<file path="src/hw/dbg_pkg.sv">
// Debug monitor definitions
`default_nettype none

package dbg_pkg;

    // ========================================================================
    // Widths
    // ========================================================================

    localparam int DATA_WIDTH = 32;  // Retire data and test port.
    localparam int ADDR_WIDTH = 32;  // Redirect address.
    localparam int RDST_WIDTH = 5;   // Architectural register index.

    // ========================================================================
    // Seven-segment display
    // ========================================================================

    localparam int NUM_DIGITS = 8;
    localparam int SEG_WIDTH  = 7;

    // Segments are active low, so all ones is a dark digit.
    localparam logic [SEG_WIDTH-1:0] SEG_BLANK = 7'b111_1111;

    // ========================================================================
    // Test port codes and monitor states
    // ========================================================================

    localparam logic [DATA_WIDTH-1:0] TEST_PASS_CODE = 32'h0000_4a33;
    localparam logic [DATA_WIDTH-1:0] TEST_FAIL_CODE = 32'h0000_fae1;

    // Bit 1 set means the core is stopped.
    typedef enum logic [1:0] {
        DBG_RUN  = 2'b00,
        DBG_STEP = 2'b01,
        DBG_HALT = 2'b10,
        DBG_DONE = 2'b11
    } dbg_state_t;

endpackage

`default_nettype wire

</file>
<file path="src/hw/dbg_key_pulse.sv">
// Push key pulse generator
`default_nettype none

module dbg_key_pulse (
    input  wire logic       i_clk,
    input  wire logic       i_arst_n,

    input  wire logic [1:0] i_key_n,      // Raw keys, active low.
    output logic      [1:0] o_key_pulse
);

    logic [1:0] key;
    logic [1:0] sync_meta;
    logic [1:0] sync_q;
    logic [1:0] level_q;

    assign key = ~i_key_n;  // Pressed reads as one.

    // ========================================================================
    // Two-stage synchronizer
    // ========================================================================

    always_ff @(posedge i_clk or negedge i_arst_n) begin
        if (!i_arst_n) begin
            sync_meta <= '0;
            sync_q    <= '0;
        end else begin
            sync_meta <= key;
            sync_q    <= sync_meta;
        end
    end

    // ========================================================================
    // Edge detector
    // ========================================================================

    // Previous synchronized level.
    always_ff @(posedge i_clk or negedge i_arst_n) begin
        if (!i_arst_n) begin
            level_q <= '0;
        end else begin
            level_q <= sync_q;
        end
    end

    // High for one cycle after the synchronized key rises.
    assign o_key_pulse = sync_q & ~level_q;

endmodule

`default_nettype wire

</file>
<file path="src/hw/dbg_retire_capture.sv">
// Retire report capture
`default_nettype none

module dbg_retire_capture import dbg_pkg::*; (
    input  wire logic                  i_clk,
    input  wire logic                  i_arst_n,

    input  wire logic                  i_capture_en,
    input  wire logic                  i_done_en,

    input  wire logic [RDST_WIDTH-1:0] i_retire_rdst,
    input  wire logic [DATA_WIDTH-1:0] i_retire_data,
    input  wire logic                  i_redirect,
    input  wire logic [ADDR_WIDTH-1:0] i_redirect_addr,
    input  wire logic [DATA_WIDTH-1:0] i_sim_tp,

    output logic      [RDST_WIDTH-1:0] o_rdst_q,
    output logic      [DATA_WIDTH-1:0] o_data_q,
    output logic                       o_redirect_q,
    output logic      [ADDR_WIDTH-1:0] o_redirect_addr_q
);

    logic [DATA_WIDTH-1:0] data_next;
    logic                  data_en;

    // Once done the digits track the test port instead of the retire data.
    assign data_next = i_done_en ? i_sim_tp : i_retire_data;
    assign data_en   = i_capture_en | i_done_en;

    // ========================================================================
    // Retire report registers
    // ========================================================================

    always_ff @(posedge i_clk or negedge i_arst_n) begin
        if (!i_arst_n) begin
            o_rdst_q          <= '0;
            o_redirect_q      <= 1'b0;
            o_redirect_addr_q <= '0;
        end else if (i_capture_en) begin
            o_rdst_q          <= i_retire_rdst;
            o_redirect_q      <= i_redirect;
            o_redirect_addr_q <= i_redirect_addr;
        end
    end

    // ========================================================================
    // Data register
    // ========================================================================

    always_ff @(posedge i_clk or negedge i_arst_n) begin
        if (!i_arst_n) begin
            o_data_q <= '0;
        end else if (data_en) begin
            o_data_q <= data_next;
        end
    end

endmodule

`default_nettype wire

</file>
<file path="src/hw/dbg_seg7_display.sv">
// Board display driver
`default_nettype none

module dbg_seg7_display import dbg_pkg::*; (
    input  wire logic                  i_clk,
    input  wire logic                  i_arst_n,

    input  wire logic [DATA_WIDTH-1:0] i_data_q,
    input  wire logic [RDST_WIDTH-1:0] i_rdst_q,
    input  wire logic                  i_redirect_q,
    input  wire logic [ADDR_WIDTH-1:0] i_redirect_addr_q,
    input  wire logic                  i_core_run,

    output logic [NUM_DIGITS-1:0][SEG_WIDTH-1:0] o_hex,
    output logic [17:0]                          o_ledr,
    output logic [RDST_WIDTH-1:0]                o_ledg
);

    logic [NUM_DIGITS-1:0][SEG_WIDTH-1:0] hex_next;

    // Active low, bit order gfedcba.
    function automatic logic [SEG_WIDTH-1:0] seg7_decode(input logic [3:0] nibble);
        case (nibble)
            4'h0: seg7_decode = 7'b100_0000;
            4'h1: seg7_decode = 7'b111_1001;
            4'h2: seg7_decode = 7'b010_0100;
            4'h3: seg7_decode = 7'b011_0000;
            4'h4: seg7_decode = 7'b001_1001;
            4'h5: seg7_decode = 7'b001_0010;
            4'h6: seg7_decode = 7'b000_0010;
            4'h7: seg7_decode = 7'b111_1000;
            4'h8: seg7_decode = 7'b000_0000;
            4'h9: seg7_decode = 7'b001_0000;
            4'ha: seg7_decode = 7'b000_1000;
            4'hb: seg7_decode = 7'b000_0011;
            4'hc: seg7_decode = 7'b100_0110;
            4'hd: seg7_decode = 7'b010_0001;
            4'he: seg7_decode = 7'b000_0110;
            default: seg7_decode = 7'b000_1110;
        endcase
    endfunction

    always_comb begin
        for (int k = 0; k < NUM_DIGITS; k++) begin
            hex_next[k] = seg7_decode(i_data_q[k*4 +: 4]);
        end
    end

    // All board outputs registered together.
    always_ff @(posedge i_clk or negedge i_arst_n) begin
        if (!i_arst_n) begin
            o_hex  <= {NUM_DIGITS{SEG_BLANK}};
            o_ledr <= '0;
            o_ledg <= '0;
        end else begin
            o_hex  <= hex_next;
            o_ledr <= {i_core_run, i_redirect_q, i_redirect_addr_q[15:0]};
            o_ledg <= i_rdst_q;
        end
    end

endmodule

`default_nettype wire

</file>
<file path="src/hw/dbg_step_ctrl.sv">
// Run and step control
`default_nettype none

module dbg_step_ctrl import dbg_pkg::*; (
    input  wire logic                  i_clk,
    input  wire logic                  i_arst_n,

    input  wire logic [1:0]            i_key_pulse,  // 1 run/step, 0 step once.
    input  wire logic                  i_retire_en,
    input  wire logic [DATA_WIDTH-1:0] i_sim_tp,

    output dbg_state_t                 o_state,
    output logic                       o_capture_en,
    output logic                       o_done_en,
    output logic                       o_core_run
);

    dbg_state_t state_q;
    dbg_state_t state_next;
    logic       test_finished;

    assign test_finished = (i_sim_tp == TEST_PASS_CODE) || (i_sim_tp == TEST_FAIL_CODE);

    // ========================================================================
    // Next state
    // ========================================================================

    always_comb begin
        state_next = state_q;

        unique case (state_q)
            DBG_RUN: begin
                if (test_finished) begin
                    state_next = DBG_DONE;  // End-of-test code wins.
                end else if (i_key_pulse[1]) begin
                    state_next = DBG_STEP;
                end
            end
            DBG_STEP: begin
                if (i_retire_en) begin
                    state_next = DBG_HALT;  // Exactly one retire.
                end
            end
            DBG_HALT, DBG_DONE: begin
                if (i_key_pulse[1]) begin
                    state_next = DBG_RUN;
                end else if (i_key_pulse[0]) begin
                    state_next = DBG_STEP;
                end
            end
            default: state_next = DBG_RUN;
        endcase
    end

    always_ff @(posedge i_clk or negedge i_arst_n) begin
        if (!i_arst_n) begin
            state_q <= DBG_RUN;
        end else begin
            state_q <= state_next;
        end
    end

    // ========================================================================
    // Outputs
    // ========================================================================

    assign o_state      = state_q;
    assign o_capture_en = i_retire_en && (state_q == DBG_STEP);
    assign o_done_en    = (state_q == DBG_DONE);
    assign o_core_run   = ~state_q[1];  // RUN and STEP.

endmodule

`default_nettype wire

</file>
<file path="src/hw/dbg_sys_top.sv">
// Debug monitor top level
`default_nettype none

module dbg_sys_top import dbg_pkg::*; (
    input  wire logic                  clk,
    input  wire logic                  i_arst_n,

    input  wire logic [1:0]            i_key_n,

    // Core retire, redirect and test port.
    input  wire logic                  i_retire_en,
    input  wire logic [RDST_WIDTH-1:0] i_retire_rdst,
    input  wire logic [DATA_WIDTH-1:0] i_retire_data,
    input  wire logic                  i_redirect,
    input  wire logic [ADDR_WIDTH-1:0] i_redirect_addr,
    input  wire logic [DATA_WIDTH-1:0] i_sim_tp,

    output logic                                 o_core_run,  // Core clock enable.
    output logic [17:0]                          o_ledr,
    output logic [RDST_WIDTH-1:0]                o_ledg,
    output logic [NUM_DIGITS-1:0][SEG_WIDTH-1:0] o_hex
);

    logic [1:0]            key_pulse;
    logic                  capture_en;
    logic                  done_en;
    logic                  core_run;
    logic [RDST_WIDTH-1:0] rdst_q;
    logic [DATA_WIDTH-1:0] data_q;
    logic                  redirect_q;
    logic [ADDR_WIDTH-1:0] redirect_addr_q;

    // ========================================================================
    // Keys and control
    // ========================================================================

    dbg_key_pulse dbg_key_pulse_inst (
        .i_clk       (clk),
        .i_arst_n    (i_arst_n),
        .i_key_n     (i_key_n),
        .o_key_pulse (key_pulse)
    );

    dbg_step_ctrl dbg_step_ctrl_inst (
        .i_clk        (clk),
        .i_arst_n     (i_arst_n),
        .i_key_pulse  (key_pulse),
        .i_retire_en  (i_retire_en),
        .i_sim_tp     (i_sim_tp),
        .o_state      (),
        .o_capture_en (capture_en),
        .o_done_en    (done_en),
        .o_core_run   (core_run)
    );

    assign o_core_run = core_run;

    // ========================================================================
    // Capture and display
    // ========================================================================

    dbg_retire_capture dbg_retire_capture_inst (
        .i_clk             (clk),
        .i_arst_n          (i_arst_n),
        .i_capture_en      (capture_en),
        .i_done_en         (done_en),
        .i_retire_rdst     (i_retire_rdst),
        .i_retire_data     (i_retire_data),
        .i_redirect        (i_redirect),
        .i_redirect_addr   (i_redirect_addr),
        .i_sim_tp          (i_sim_tp),
        .o_rdst_q          (rdst_q),
        .o_data_q          (data_q),
        .o_redirect_q      (redirect_q),
        .o_redirect_addr_q (redirect_addr_q)
    );

    dbg_seg7_display dbg_seg7_display_inst (
        .i_clk             (clk),
        .i_arst_n          (i_arst_n),
        .i_data_q          (data_q),
        .i_rdst_q          (rdst_q),
        .i_redirect_q      (redirect_q),
        .i_redirect_addr_q (redirect_addr_q),
        .i_core_run        (core_run),
        .o_hex             (o_hex),
        .o_ledr            (o_ledr),
        .o_ledg            (o_ledg)
    );

endmodule

`default_nettype wire

</file>
<file path="config.mk">
export PLATFORM = sky130hd
export DESIGN_NAME = dbg_sys_top
export DESIGN_NICKNAME = d
export VERILOG_FILES = /design/src/hw/dbg_pkg.sv /design/src/hw/dbg_key_pulse.sv /design/src/hw/dbg_retire_capture.sv /design/src/hw/dbg_seg7_display.sv /design/src/hw/dbg_step_ctrl.sv /design/src/hw/dbg_sys_top.sv
export SDC_FILE = /design/constraint.sdc
export NUM_CORES = 1
export LEC_CHECK = 0
export ABC_AREA = 1
export BUFFER_PORTS_ARGS = -buffer_cell sky130_fd_sc_hd__buf_2
export CAP_MARGIN = 10
export CORE_MARGIN = 2
export CORE_UTILIZATION = 40
export CTS_BUF_LIST = sky130_fd_sc_hd__clkbuf_4 sky130_fd_sc_hd__clkbuf_8 sky130_fd_sc_hd__clkbuf_16
export CTS_CLUSTER_DIAMETER = 50
export DETAILED_ROUTE_END_ITERATION = 7
export PLACE_DENSITY = 0.61
export SLEW_MARGIN = 20
export SYNTH_ARGS = -nofsm -noshare
export SYNTH_HDL_FRONTEND = slang
export SYNTH_SLANG_ARGS = --single-unit
export TNS_END_PERCENT = 20
</file>
<file path="constraint.sdc">
create_clock -name clk -period 3.8 [get_ports clk]
set_clock_uncertainty 0.15 [all_clocks]
set_input_delay 0.19 -clock clk [delete_from_list [all_inputs] [get_ports clk]]
set_output_delay 0.19 -clock clk [all_outputs]
set_load 0.02 [all_outputs]
</file>
==> flow_summary.json, run 1 <==
{
  "cts_resized": 0,
  "synth_top_family_by_area": "simple AND/OR/NAND/NOR gates",
  "tns_ns": 0,
  "fin_area_sq_um": 9050,
  "synth.net_count": 858,
  "htreeDepth": 4,
  "gr-usage-met2_pct": 31.4,
  "die_y_um": 134,
  "slowest_stage": "nand2_4",
  "fin_crit_ns": 2.72,
  "yosys.area_share.adder_pct": 8.85,
  "dr.pass1.iters": 4,
  "hp-class": "input pin to flop",
  "synth_async_sr_flop_share_pct": 100,
  "die_w_um": 134,
  "antenna_found_initial": 2,
  "cts_tree": "done",
  "hold_viol": 0,
  "track_usage_pct": 18.1,
  "status": "complete, no violations",
  "multi_input_area_sq_um": 2700,
  "core_area_sq_um": 16600,
  "viasPerCell": 4.62,
  "gp_congestion": 0.832,
  "fin_nets": 1093,
  "cts_hold_buffers": 70,
  "relSlewSlack_pct": 48.0,
  "initial_utilization_pct": 40.9,
  "synth_compound_area_share_pct": 12.9,
  "synth_seq_area_share_pct": 53.0,
  "syn2layout_area_growth_pct": 33.3,
  "synth_seq_cells": 141,
  "worst_pin_slew_ns": 0.780,
  "die_area_sq_um": 18000,
  "num_rows": 47,
  "final_common_cell": "buf_2",
  "crit_chain": "inv_2 > nand3_4 > nand2_4 > o211ai_1 > dlygate4sd3_1 > o21ai_0",
  "report.final.slew_viol_count": 0,
  "worstSkewPairLatency_ns": 0.43,
  "crit_path_max_incr_delay_ns": 0.61,
  "cts_max_path_buffers": 2,
  "wirelength_um": 15600,
  "io_buffers": 170,
  "via_count": 5425,
  "postSynthCellCount": 703,
  "synth_mux_area_share_pct": 4.65,
  "layout_common_cells": "buf_2 (169), nand2_1 (156), dfrtp_1 (85)",
  "num-fill-cells": 1493,
  "ys_warn_count": 0,
  "grt_pass1_wl_um": 25500,
  "critPathLaunchType": "flop",
  "ir_worst_vdd_mv": 0.538,
  "drt.antenna.violating_nets": 0,
  "drt_iter0_markers": 205,
  "cp_data_required_time_ns": 3.98,
  "syn_area_sq_um": 6790,
  "synth_edf_count": 0,
  "powerDensity_nw_per_um2": 854,
  "cts_root_buffer": "clkbuf_16",
  "post-route-drc-count": 0,
  "synth_cell_types": 26,
  "path_max_fanout": 60,
  "synthFlopType": "dfrtp_1",
  "use_met1_pct": 21.8,
  "regArea_sq_um": 3600,
  "power_leakage_uw": 0.00455,
  "synthXorXnorAreaFrac_pct": 0,
  "dpl.hpwl_um": 10600,
  "cts_sinks": 141,
  "avgSynthCellArea_sq_um": 9.65,
  "grt-ovfl-total": 0,
  "numCtsBuffers": 17,
  "placed_area_sq_um": 7760,
  "finalCritPeriodShare_pct": 71.6,
  "crit_type": "flop to flop",
  "finalSetupViolations": 0,
  "post_cts_buffers": 0,
  "maxClockFrequency_ghz": 0.368,
  "top_usage_layer": "met2",
  "cp.arrival_ns": 2.90,
  "rsz0062_at_grt": "no",
  "pin_count": 187,
  "worstSetupEndpointType": "flop",
  "maxCapViolCount": 0,
  "use_met3_pct": 4.12,
  "layout-drive-gt1-share_pct": 30.4,
  "path_clk_slew_ns": 0.07,
  "synth-simple-area-share_pct": 13.4,
  "grt_pass1_vias": 5319,
  "post_drt_wl_per_cell_um": 13.3,
  "grt_start_max_net_pins": 83
}
==> routing by layer <==
layer  vias to the layer above  routed length [um]
li1                       2753                   -
met1                      2543                6770
met2                       108                7980
met3                        21                 559
met4                         0                 276
met5                         -                   0
==> Yosys cell counts (6+ instances only) <==
master,n,area (sq um)
nand3_1,20,100
o21ai_0,77,385
nand2_1,157,589
dfstp_2,56,1470
o31ai_1,6,45.0
clkbuf_1,12,45.0
o211ai_1,16,120
a21oi_1,44,220
dfrtp_1,85,2130
buf_6,9,101
inv_1,79,297
nor2_1,47,176
ha_1,48,601
mux2_4,18,270
==> cells by family (layout without fill, tap and decap cells) <==
family,count (synthesis),count (layout)
other,0,2
DFF,141,141
muxes,22,22
AOI/OAI and AO/OA,154,154
and+or+nand+nor,228,228
adders and majority gates,48,48
buffers and inverters,110,358
==> worst max-delay path: cells and delay by family (launching register included) <==
| family | cells | cell delay (ns) |
|---|---|---|
| AOI/OAI and AO/OA | 2 | 0.25 |
| buffers and inverters | 2 | 0.75 |
| DFF | 1 | 0.43 |
| and+or+nand+nor | 2 | 1.01 |
==> where the power goes <==
| group | internal (uW) | total [uW] | switching (uW) |
|---|---|---|---|
| Combinational | 1250 | 3250 | 2000 |
| Sequential | 2420 | 2850 | 437 |
| Clock | 965 | 1620 | 657 |
==> final timing paths <==
kind                                                  from                                   end  slack [ns]  cells past startpoint
setup / recovery             dbg_step_ctrl_inst.o_state[1]  dbg_retire_capture_inst.o_data_q[16]        1.08                      6
min in group asynchronous                         i_arst_n  dbg_retire_capture_inst.o_data_q[19]        0.21                      2
hold reg to reg            dbg_key_pulse_inst.sync_meta[1]          dbg_key_pulse_inst.sync_q[1]        0.20                      0
setup reg to reg             dbg_step_ctrl_inst.o_state[1]  dbg_retire_capture_inst.o_data_q[16]        1.08                      6
hold / removal                            i_retire_data[0]   dbg_retire_capture_inst.o_data_q[0]        0.02                      5
max in group asynchronous                         i_arst_n   dbg_retire_capture_inst.o_rdst_q[4]        2.31                      3
==> stage by stage <==
step / instances / util [%] / total power (uW) / hold WS [ns] / worst slack [ns]
after floorplan: 703 / - / 5180 / -0.256 / 2.34
after global placement: 1069 / 46.8 / 5970 / 0.129 / 1.67
after detailed placement: 1069 / 46.8 / 6000 / 0.139 / 1.64
after CTS: 1171 / 54.5 / 7790 / 0.00317 / 1.07
after global routing: 1172 / 54.5 / 8340 / 0.0351 / 0.779
final: 1173 / 54.6 / 7730 / 0.0171 / 1.08
==> registers in the layout, summed over array words and instances, names as in the netlist <==
register / flops
dbg_retire_capture_inst.o_rdst_q: 5
dbg_retire_capture_inst.o_data_q: 32
dbg_seg7_display_inst.o_ledg: 5
dbg_retire_capture_inst.o_redirect_addr_q: 16
dbg_step_ctrl_inst.o_state: 2
dbg_seg7_display_inst.o_ledr: 18
dbg_key_pulse_inst.sync_meta: 2
dbg_retire_capture_inst.o_redirect_q: 1
dbg_key_pulse_inst.sync_q: 2
dbg_key_pulse_inst.level_q: 2
dbg_seg7_display_inst.o_hex: 56
==> area by class of cell <==
cell class / instances / share of cell area, %
sequential: 141 / 39.8
multi-input combinational: 452 / 29.8
timing repair buffer: 243 / 17.5
clock buffer: 21 / 5.24
inverter: 83 / 3.44
tap: 220 / 3.04
clock inverter: 11 / 1.16
antenna: 2 / 0.0553
Power figures use the tool's default switching activity.
==> run 2, diff against run 1 <==
Settings changed: PLACE_DENSITY 0.61 to 0.63.
Clock period 3.8 ns to 2.25 ns, I/O delays scaled along.
==> run 2 against run 1 <==
- flip-flop and latch count is the same
- sequential power grew 69%
- final cell count rose by 1.3%
- via count grew 1.8%
- worst hold slack lost 0.0018 ns
- critical path depth did not move
- count of clock-buffer cells in the layout is 4 lower
- non-clock buffer count grew 17
- global-route usage up 0.36 points
==> flow_summary.json, run 2 (synthesis results as in run 1) <==
{
  "cts_sinks": 141,
  "die_y_um": 134,
  "antenna_found_initial": 0,
  "regArea_sq_um": 3600,
  "cts_root_buffer": "clkbuf_16",
  "fin_nets": 1110,
  "power_leakage_uw": 0.00468,
  "grt_pass1_vias": 5455,
  "drt_iter0_markers": 181,
  "rsz0062_at_grt": "no",
  "cts_resized": 0,
  "num_rows": 47,
  "cp_data_required_time_ns": 2.38,
  "cts_max_path_buffers": 2,
  "path_max_fanout": 64,
  "worstSetupEndpointType": "flop",
  "viasPerCell": 4.65,
  "critPathLaunchType": "flop",
  "post-place-ws_ns": 0.366,
  "hp-class": "input pin to flop",
  "maxCapViolCount": 0,
  "io_buffers": 170,
  "post_drt_wl_per_cell_um": 13.3,
  "dr.pass1.iters": 4,
  "ir_worst_vdd_mv": 0.828,
  "htreeDepth": 4,
  "cts_tree": "done",
  "maxClockFrequency_ghz": 0.491,
  "worstSkewPairLatency_ns": 0.42,
  "top_register": "dbg_seg7_display_inst.o_hex",
  "drt.antenna.violating_nets": 0,
  "fin_area_sq_um": 9270,
  "finalSetupViolations": 0,
  "grt_pass1_wl_um": 26400,
  "syn2layout_area_growth_pct": 36.6,
  "num-fill-cells": 1473,
  "numCtsBuffers": 17,
  "report.final.slew_viol_count": 0,
  "layout-drive-gt1-share_pct": 30.3,
  "placed_area_sq_um": 7830,
  "largest_registers": "dbg_seg7_display_inst.o_hex: 56 flops, dbg_retire_capture_inst.o_data_q: 32 flops, dbg_seg7_display_inst.o_ledr: 18 flops",
  "post-route-drc-count": 0,
  "powerDensity_nw_per_um2": 1430,
  "initial_utilization_pct": 40.9,
  "core_area_sq_um": 16600,
  "relSlewSlack_pct": 61.6,
  "path_clk_slew_ns": 0.07,
  "diodes": 0,
  "grt_start_max_net_pins": 65,
  "fin_crit_ns": 2.04,
  "grt-ovfl-total": 0,
  "status": "complete, no violations",
  "largest_reg_flops": 56,
  "layout_common_cells": "buf_2 (169), nand2_1 (156), dfrtp_1 (85)",
  "die_w_um": 134,
  "utilization_pct": 55.9,
  "regToRegSetupSlack_ns": 0.21,
  "setup_slack_ns": 0.212,
  "multi_input_area_sq_um": 2700,
  "pin_count": 187,
  "crit_type": "flop to flop",
  "via_count": 5521,
  "tns_ns": 0,
  "finalCritPeriodShare_pct": 90.6,
  "final_common_cell": "buf_2",
  "cp.arrival_ns": 2.17,
  "post_cts_buffers": 0,
  "dpl.hpwl_um": 10800,
  "wirelength_um": 15700,
  "hold_viol": 0,
  "gp_congestion": 0.818,
  "worst_pin_slew_ns": 0.576,
  "track_usage_pct": 18.5,
  "die_area_sq_um": 18000
}
-- run 2: cell types whose count changed in the layout (fill, tap and decap cells not counted), moves of 3 or more --
cell | previous run | this run
dlygate4sd3_1 | 70 | 83
buf_12 | 0 | 3
clkbuf_8 | 3 | 0
clkinvlp_4 | 4 | 1
-- run 2: per-layer routing --
layer | global-route usage [%] | share of wire, %
met3 | 4.72 | 4.5
met5 | 0 | 0
met1 | 23.8 | 45
met4 | 6.02 | 1.4
met2 | 30.5 | 49
-- run 2: metrics by stage --
step           hold slack [ns]  cells  total power [uW]
2_1_floorplan           -0.333    703              8740
3_3_place_gp           -0.0186   1073             10100
3_5_place_dp           -0.0115   1073             10200
4_1_cts                0.00667   1188             13400
5_1_grt                 0.0304   1188             14300
6_report                0.0152   1188             13300
-- run 2: power by group --
part | switching [uW] | leakage [uW] | total (uW) | internal, uW
sequential | 740 | 0.00160 | 4830 | 4080
clock | 1120 | 0.000299 | 2880 | 1760
combinational | 3430 | 0.00278 | 5560 | 2130
total | 5290 | 0.00468 | 13300 | 7970
-- run 2: critical path: stages (launching register included) --
cell           delay, ns
dfrtp_1             0.44
nand2_2             0.15
buf_12              0.27
o21ai_0             0.13
dlygate4sd3_1       0.57
nand2_1             0.07
o21ai_0             0.09
-- run 2: cell type report --
cell class	count	share of cell area [%]
inverter	83	3.36
clock inverter	15	1.97
tap	220	2.97
multi-input combinational	452	29.1
clock buffer	17	4.59
timing repair buffer	260	19.2
sequential	141	38.8
-- run 2: path summary, 6_finish.rpt --
check	startpoint	depth (start not counted)	endpoint
max reg2reg	dbg_step_ctrl_inst.o_state[0]	6	dbg_retire_capture_inst.o_data_q[15]
min reg2reg	dbg_key_pulse_inst.sync_meta[1]	0	dbg_key_pulse_inst.sync_q[1]
min in group asynchronous	i_arst_n	2	dbg_retire_capture_inst.o_data_q[19]
max in group asynchronous	i_arst_n	3	dbg_seg7_display_inst.o_hex[43]
max	dbg_step_ctrl_inst.o_state[0]	6	dbg_retire_capture_inst.o_data_q[15]
min	i_sim_tp[8]	5	dbg_retire_capture_inst.o_data_q[8]
-- run 2: timing repair --
item	4_1_cts	5_1_grt
setup endpoints to repair	0	0
hold endpoints to repair	164	0
hold buffers	83	0
==> run 3, diff against run 2 <==
Settings changed: PLACE_DENSITY 0.63 to 0.62, SYNTH_HIERARCHICAL from default to 1.
==> run 3 against run 2 <==
- sequential share of layout area down 1.6 points
- critical path depth grew 2
- final cell count rose by 17%
- combinational power is 2% higher
- cell area increased by 4.3%
- clock power barely moved
- count of clock-buffer cells in the layout unchanged
==> flow_summary.json, run 3 <==
{
  "syn_area_sq_um": 7190,
  "p_sw_uw": 5700,
  "core_area_sq_um": 17800,
  "avgSynthCellArea_sq_um": 8.06,
  "top_register": "dbg_seg7_display_inst/o_hex",
  "pwr-share-seq_pct": 36.0,
  "rr_startpoint": "dbg_step_ctrl_inst/o_state[1]",
  "final_common_cell": "nand2_1",
  "layout_common_cells": "nand2_1 (440), buf_2 (169), dlygate4sd3_1 (89)",
  "switching_share_pct": 42.6,
  "crit_top_cell": "nand2_1",
  "dr.pass1.iters": 5,
  "post-route-drc-count": 0,
  "relSlewSlack_pct": 60.7,
  "p_total_uw": 13400,
  "via_count": 6234,
  "grt_pass1_wl_um": 28400,
  "grt_pass1_vias": 5978,
  "viasPerCell": 4.50,
  "antenna_found_initial": 0,
  "status": "complete, no violations",
  "die_y_um": 138,
  "ys_warn_count": 6,
  "ir_worst_vdd_mv": 0.617,
  "maxCapViolCount": 0,
  "critical-path-top-delay-family": "buffers and inverters",
  "track_usage_pct": 18.2,
  "hold_viol": 0,
  "cts_sinks": 141,
  "crit_type": "flop to flop",
  "rr_worst_depth": 8,
  "grt_start_max_net_pins": 68,
  "initial_utilization_pct": 40.4,
  "crit_chain": "nand2_1 > inv_1 > buf_6 > nand2_1 > nand2_1 > dlygate4sd3_1 > nand2_1 > nand2_1",
  "grt-ovfl-total": 0,
  "tns_ns": 0,
  "path_clk_slew_ns": 0.06,
  "largest_registers": "dbg_seg7_display_inst/o_hex: 56 flops, dbg_retire_capture_inst/o_data_q: 32 flops, dbg_seg7_display_inst/o_ledr: 18 flops",
  "num_rows": 49,
  "io_buffers": 170,
  "htreeDepth": 4,
  "power_leakage_uw": 0.00533,
  "slowest_stage": "dlygate4sd3_1",
  "maxClockFrequency_ghz": 0.474,
  "crit_path_max_incr_delay_ns": 0.56,
  "drt_iter0_markers": 318,
  "num-fill-cells": 1680,
  "cp_data_required_time_ns": 2.46,
  "drt.antenna.violating_nets": 0,
  "gp_congestion": 0.826,
  "critPathLaunchType": "flop",
  "cts_tree": "done",
  "cp.buffers_inverters": 3,
  "pin_count": 187,
  "p_int_uw": 7700,
  "reg2reg_to": "dbg_retire_capture_inst/o_data_q[8]",
  "largest_reg_flops": 56,
  "cp.arrival_ns": 2.32,
  "finalSetupViolations": 0,
  "postSynthCellCount": 891,
  "post_drt_wl_per_cell_um": 12.2,
  "layout-drive-gt1-share_pct": 24.4,
  "synth.net_count": 1054,
  "hp-class": "input pin to async pin",
  "regToRegSetupSlack_ns": 0.14,
  "worstSetupEndpointType": "flop",
  "worst_pin_slew_ns": 0.589,
  "cts_root_buffer": "clkbuf_16",
  "combPwrFrac_pct": 42.3,
  "rsz0062_at_grt": "no",
  "syn2layout_area_growth_pct": 34.5,
  "numCtsBuffers": 17,
  "worstSkewPairLatency_ns": 0.42,
  "fin_nets": 1306,
  "powerDensity_nw_per_um2": 1390,
  "wirelength_um": 16900,
  "die_area_sq_um": 19100,
  "path_max_fanout": 30,
  "cts_max_path_buffers": 2,
  "die_w_um": 138,
  "diodes": 0,
  "dpl.hpwl_um": 11400,
  "report.final.slew_viol_count": 0,
  "placed_area_sq_um": 8160,
  "finalCritPeriodShare_pct": 93.7,
  "critPathLaunch": "dbg_step_ctrl_inst/o_state[1]",
  "fin_area_sq_um": 9670,
  "fin_crit_ns": 2.11,
  "post_cts_buffers": 0,
  "clockPowerShare_pct": 21.7
}
[run 3: cell count changes in the layout (fill, tap and decap cells not counted), sizes merged, moves of 8 or more]
cell / change
nand3: +52
mux2: -22
nand2: +286
a21oi: -36
o21ai: -63
ha: +8
o211ai: -16
[run 3: area by class of cell]
class	instances	area (sq um)	share of cell area, %
clock buffers	17	425	4.40
clock inverters	15	188	1.94
inverters	74	280	2.90
multi-input cells	644	3080	31.9
flip-flops and latches	141	3600	37.2
well taps	229	287	2.96
repair buffers	265	1810	18.7
[run 3: worst max-delay path by stage]
| stage | to | slack, ns | cells after the start |
|---|---|---|---|
| floorplan | dbg_retire_capture_inst/o_redirect_addr_q[10] | 0.68 | 7 |
| global placement | dbg_retire_capture_inst/o_redirect_addr_q[4] | 0.51 | 6 |
| detailed placement | dbg_retire_capture_inst/o_redirect_addr_q[9] | 0.49 | 6 |
| CTS | dbg_retire_capture_inst/o_data_q[13] | 0.06 | 8 |
| global route | dbg_retire_capture_inst/o_data_q[22] | 0.01 | 8 |
| finish | dbg_retire_capture_inst/o_data_q[8] | 0.14 | 8 |
[run 3: power by group through the flow]
stage / Combinational (uW) / Sequential, uW / Clock (uW)
after floorplan: 3440 / 5380 / 0
after global placement: 5310 / 4850 / 0
after detailed placement: 5330 / 4870 / 0
after CTS: 5680 / 4830 / 2990
after global routing: 6450 / 5020 / 3110
final: 5660 / 4830 / 2910
[run 3: what timing repair did]
action                                 4_1_cts  5_1_grt
setup endpoints to repair                    0       32
gates resized for setup                      0        3
endpoints found under the hold margin      150        0
hold buffers                                89        0
[run 3: routing by layer]
layer | vias up | wire length, um | track usage (%)
met5 | - | 0 | 0
met4 | 0 | 285 | 6.18
met3 | 22 | 722 | 4.09
met2 | 142 | 8290 | 30.8
met1 | 2851 | 7570 | 23.2
li1 | 3219 | - | -
[run 3: stage by stage]
step	instances	util, %	hold WS, ns	setup WS (ns)
3_5_place_dp	1264	45.9	-0.0866	0.490
3_3_place_gp	1264	45.9	-0.0903	0.511
4_1_cts	1385	54.3	0.0281	0.0551
5_1_grt	1385	54.4	0.0480	0.0113
2_1_floorplan	891	-	-0.333	0.679
6_report	1385	54.4	0.0262	0.142
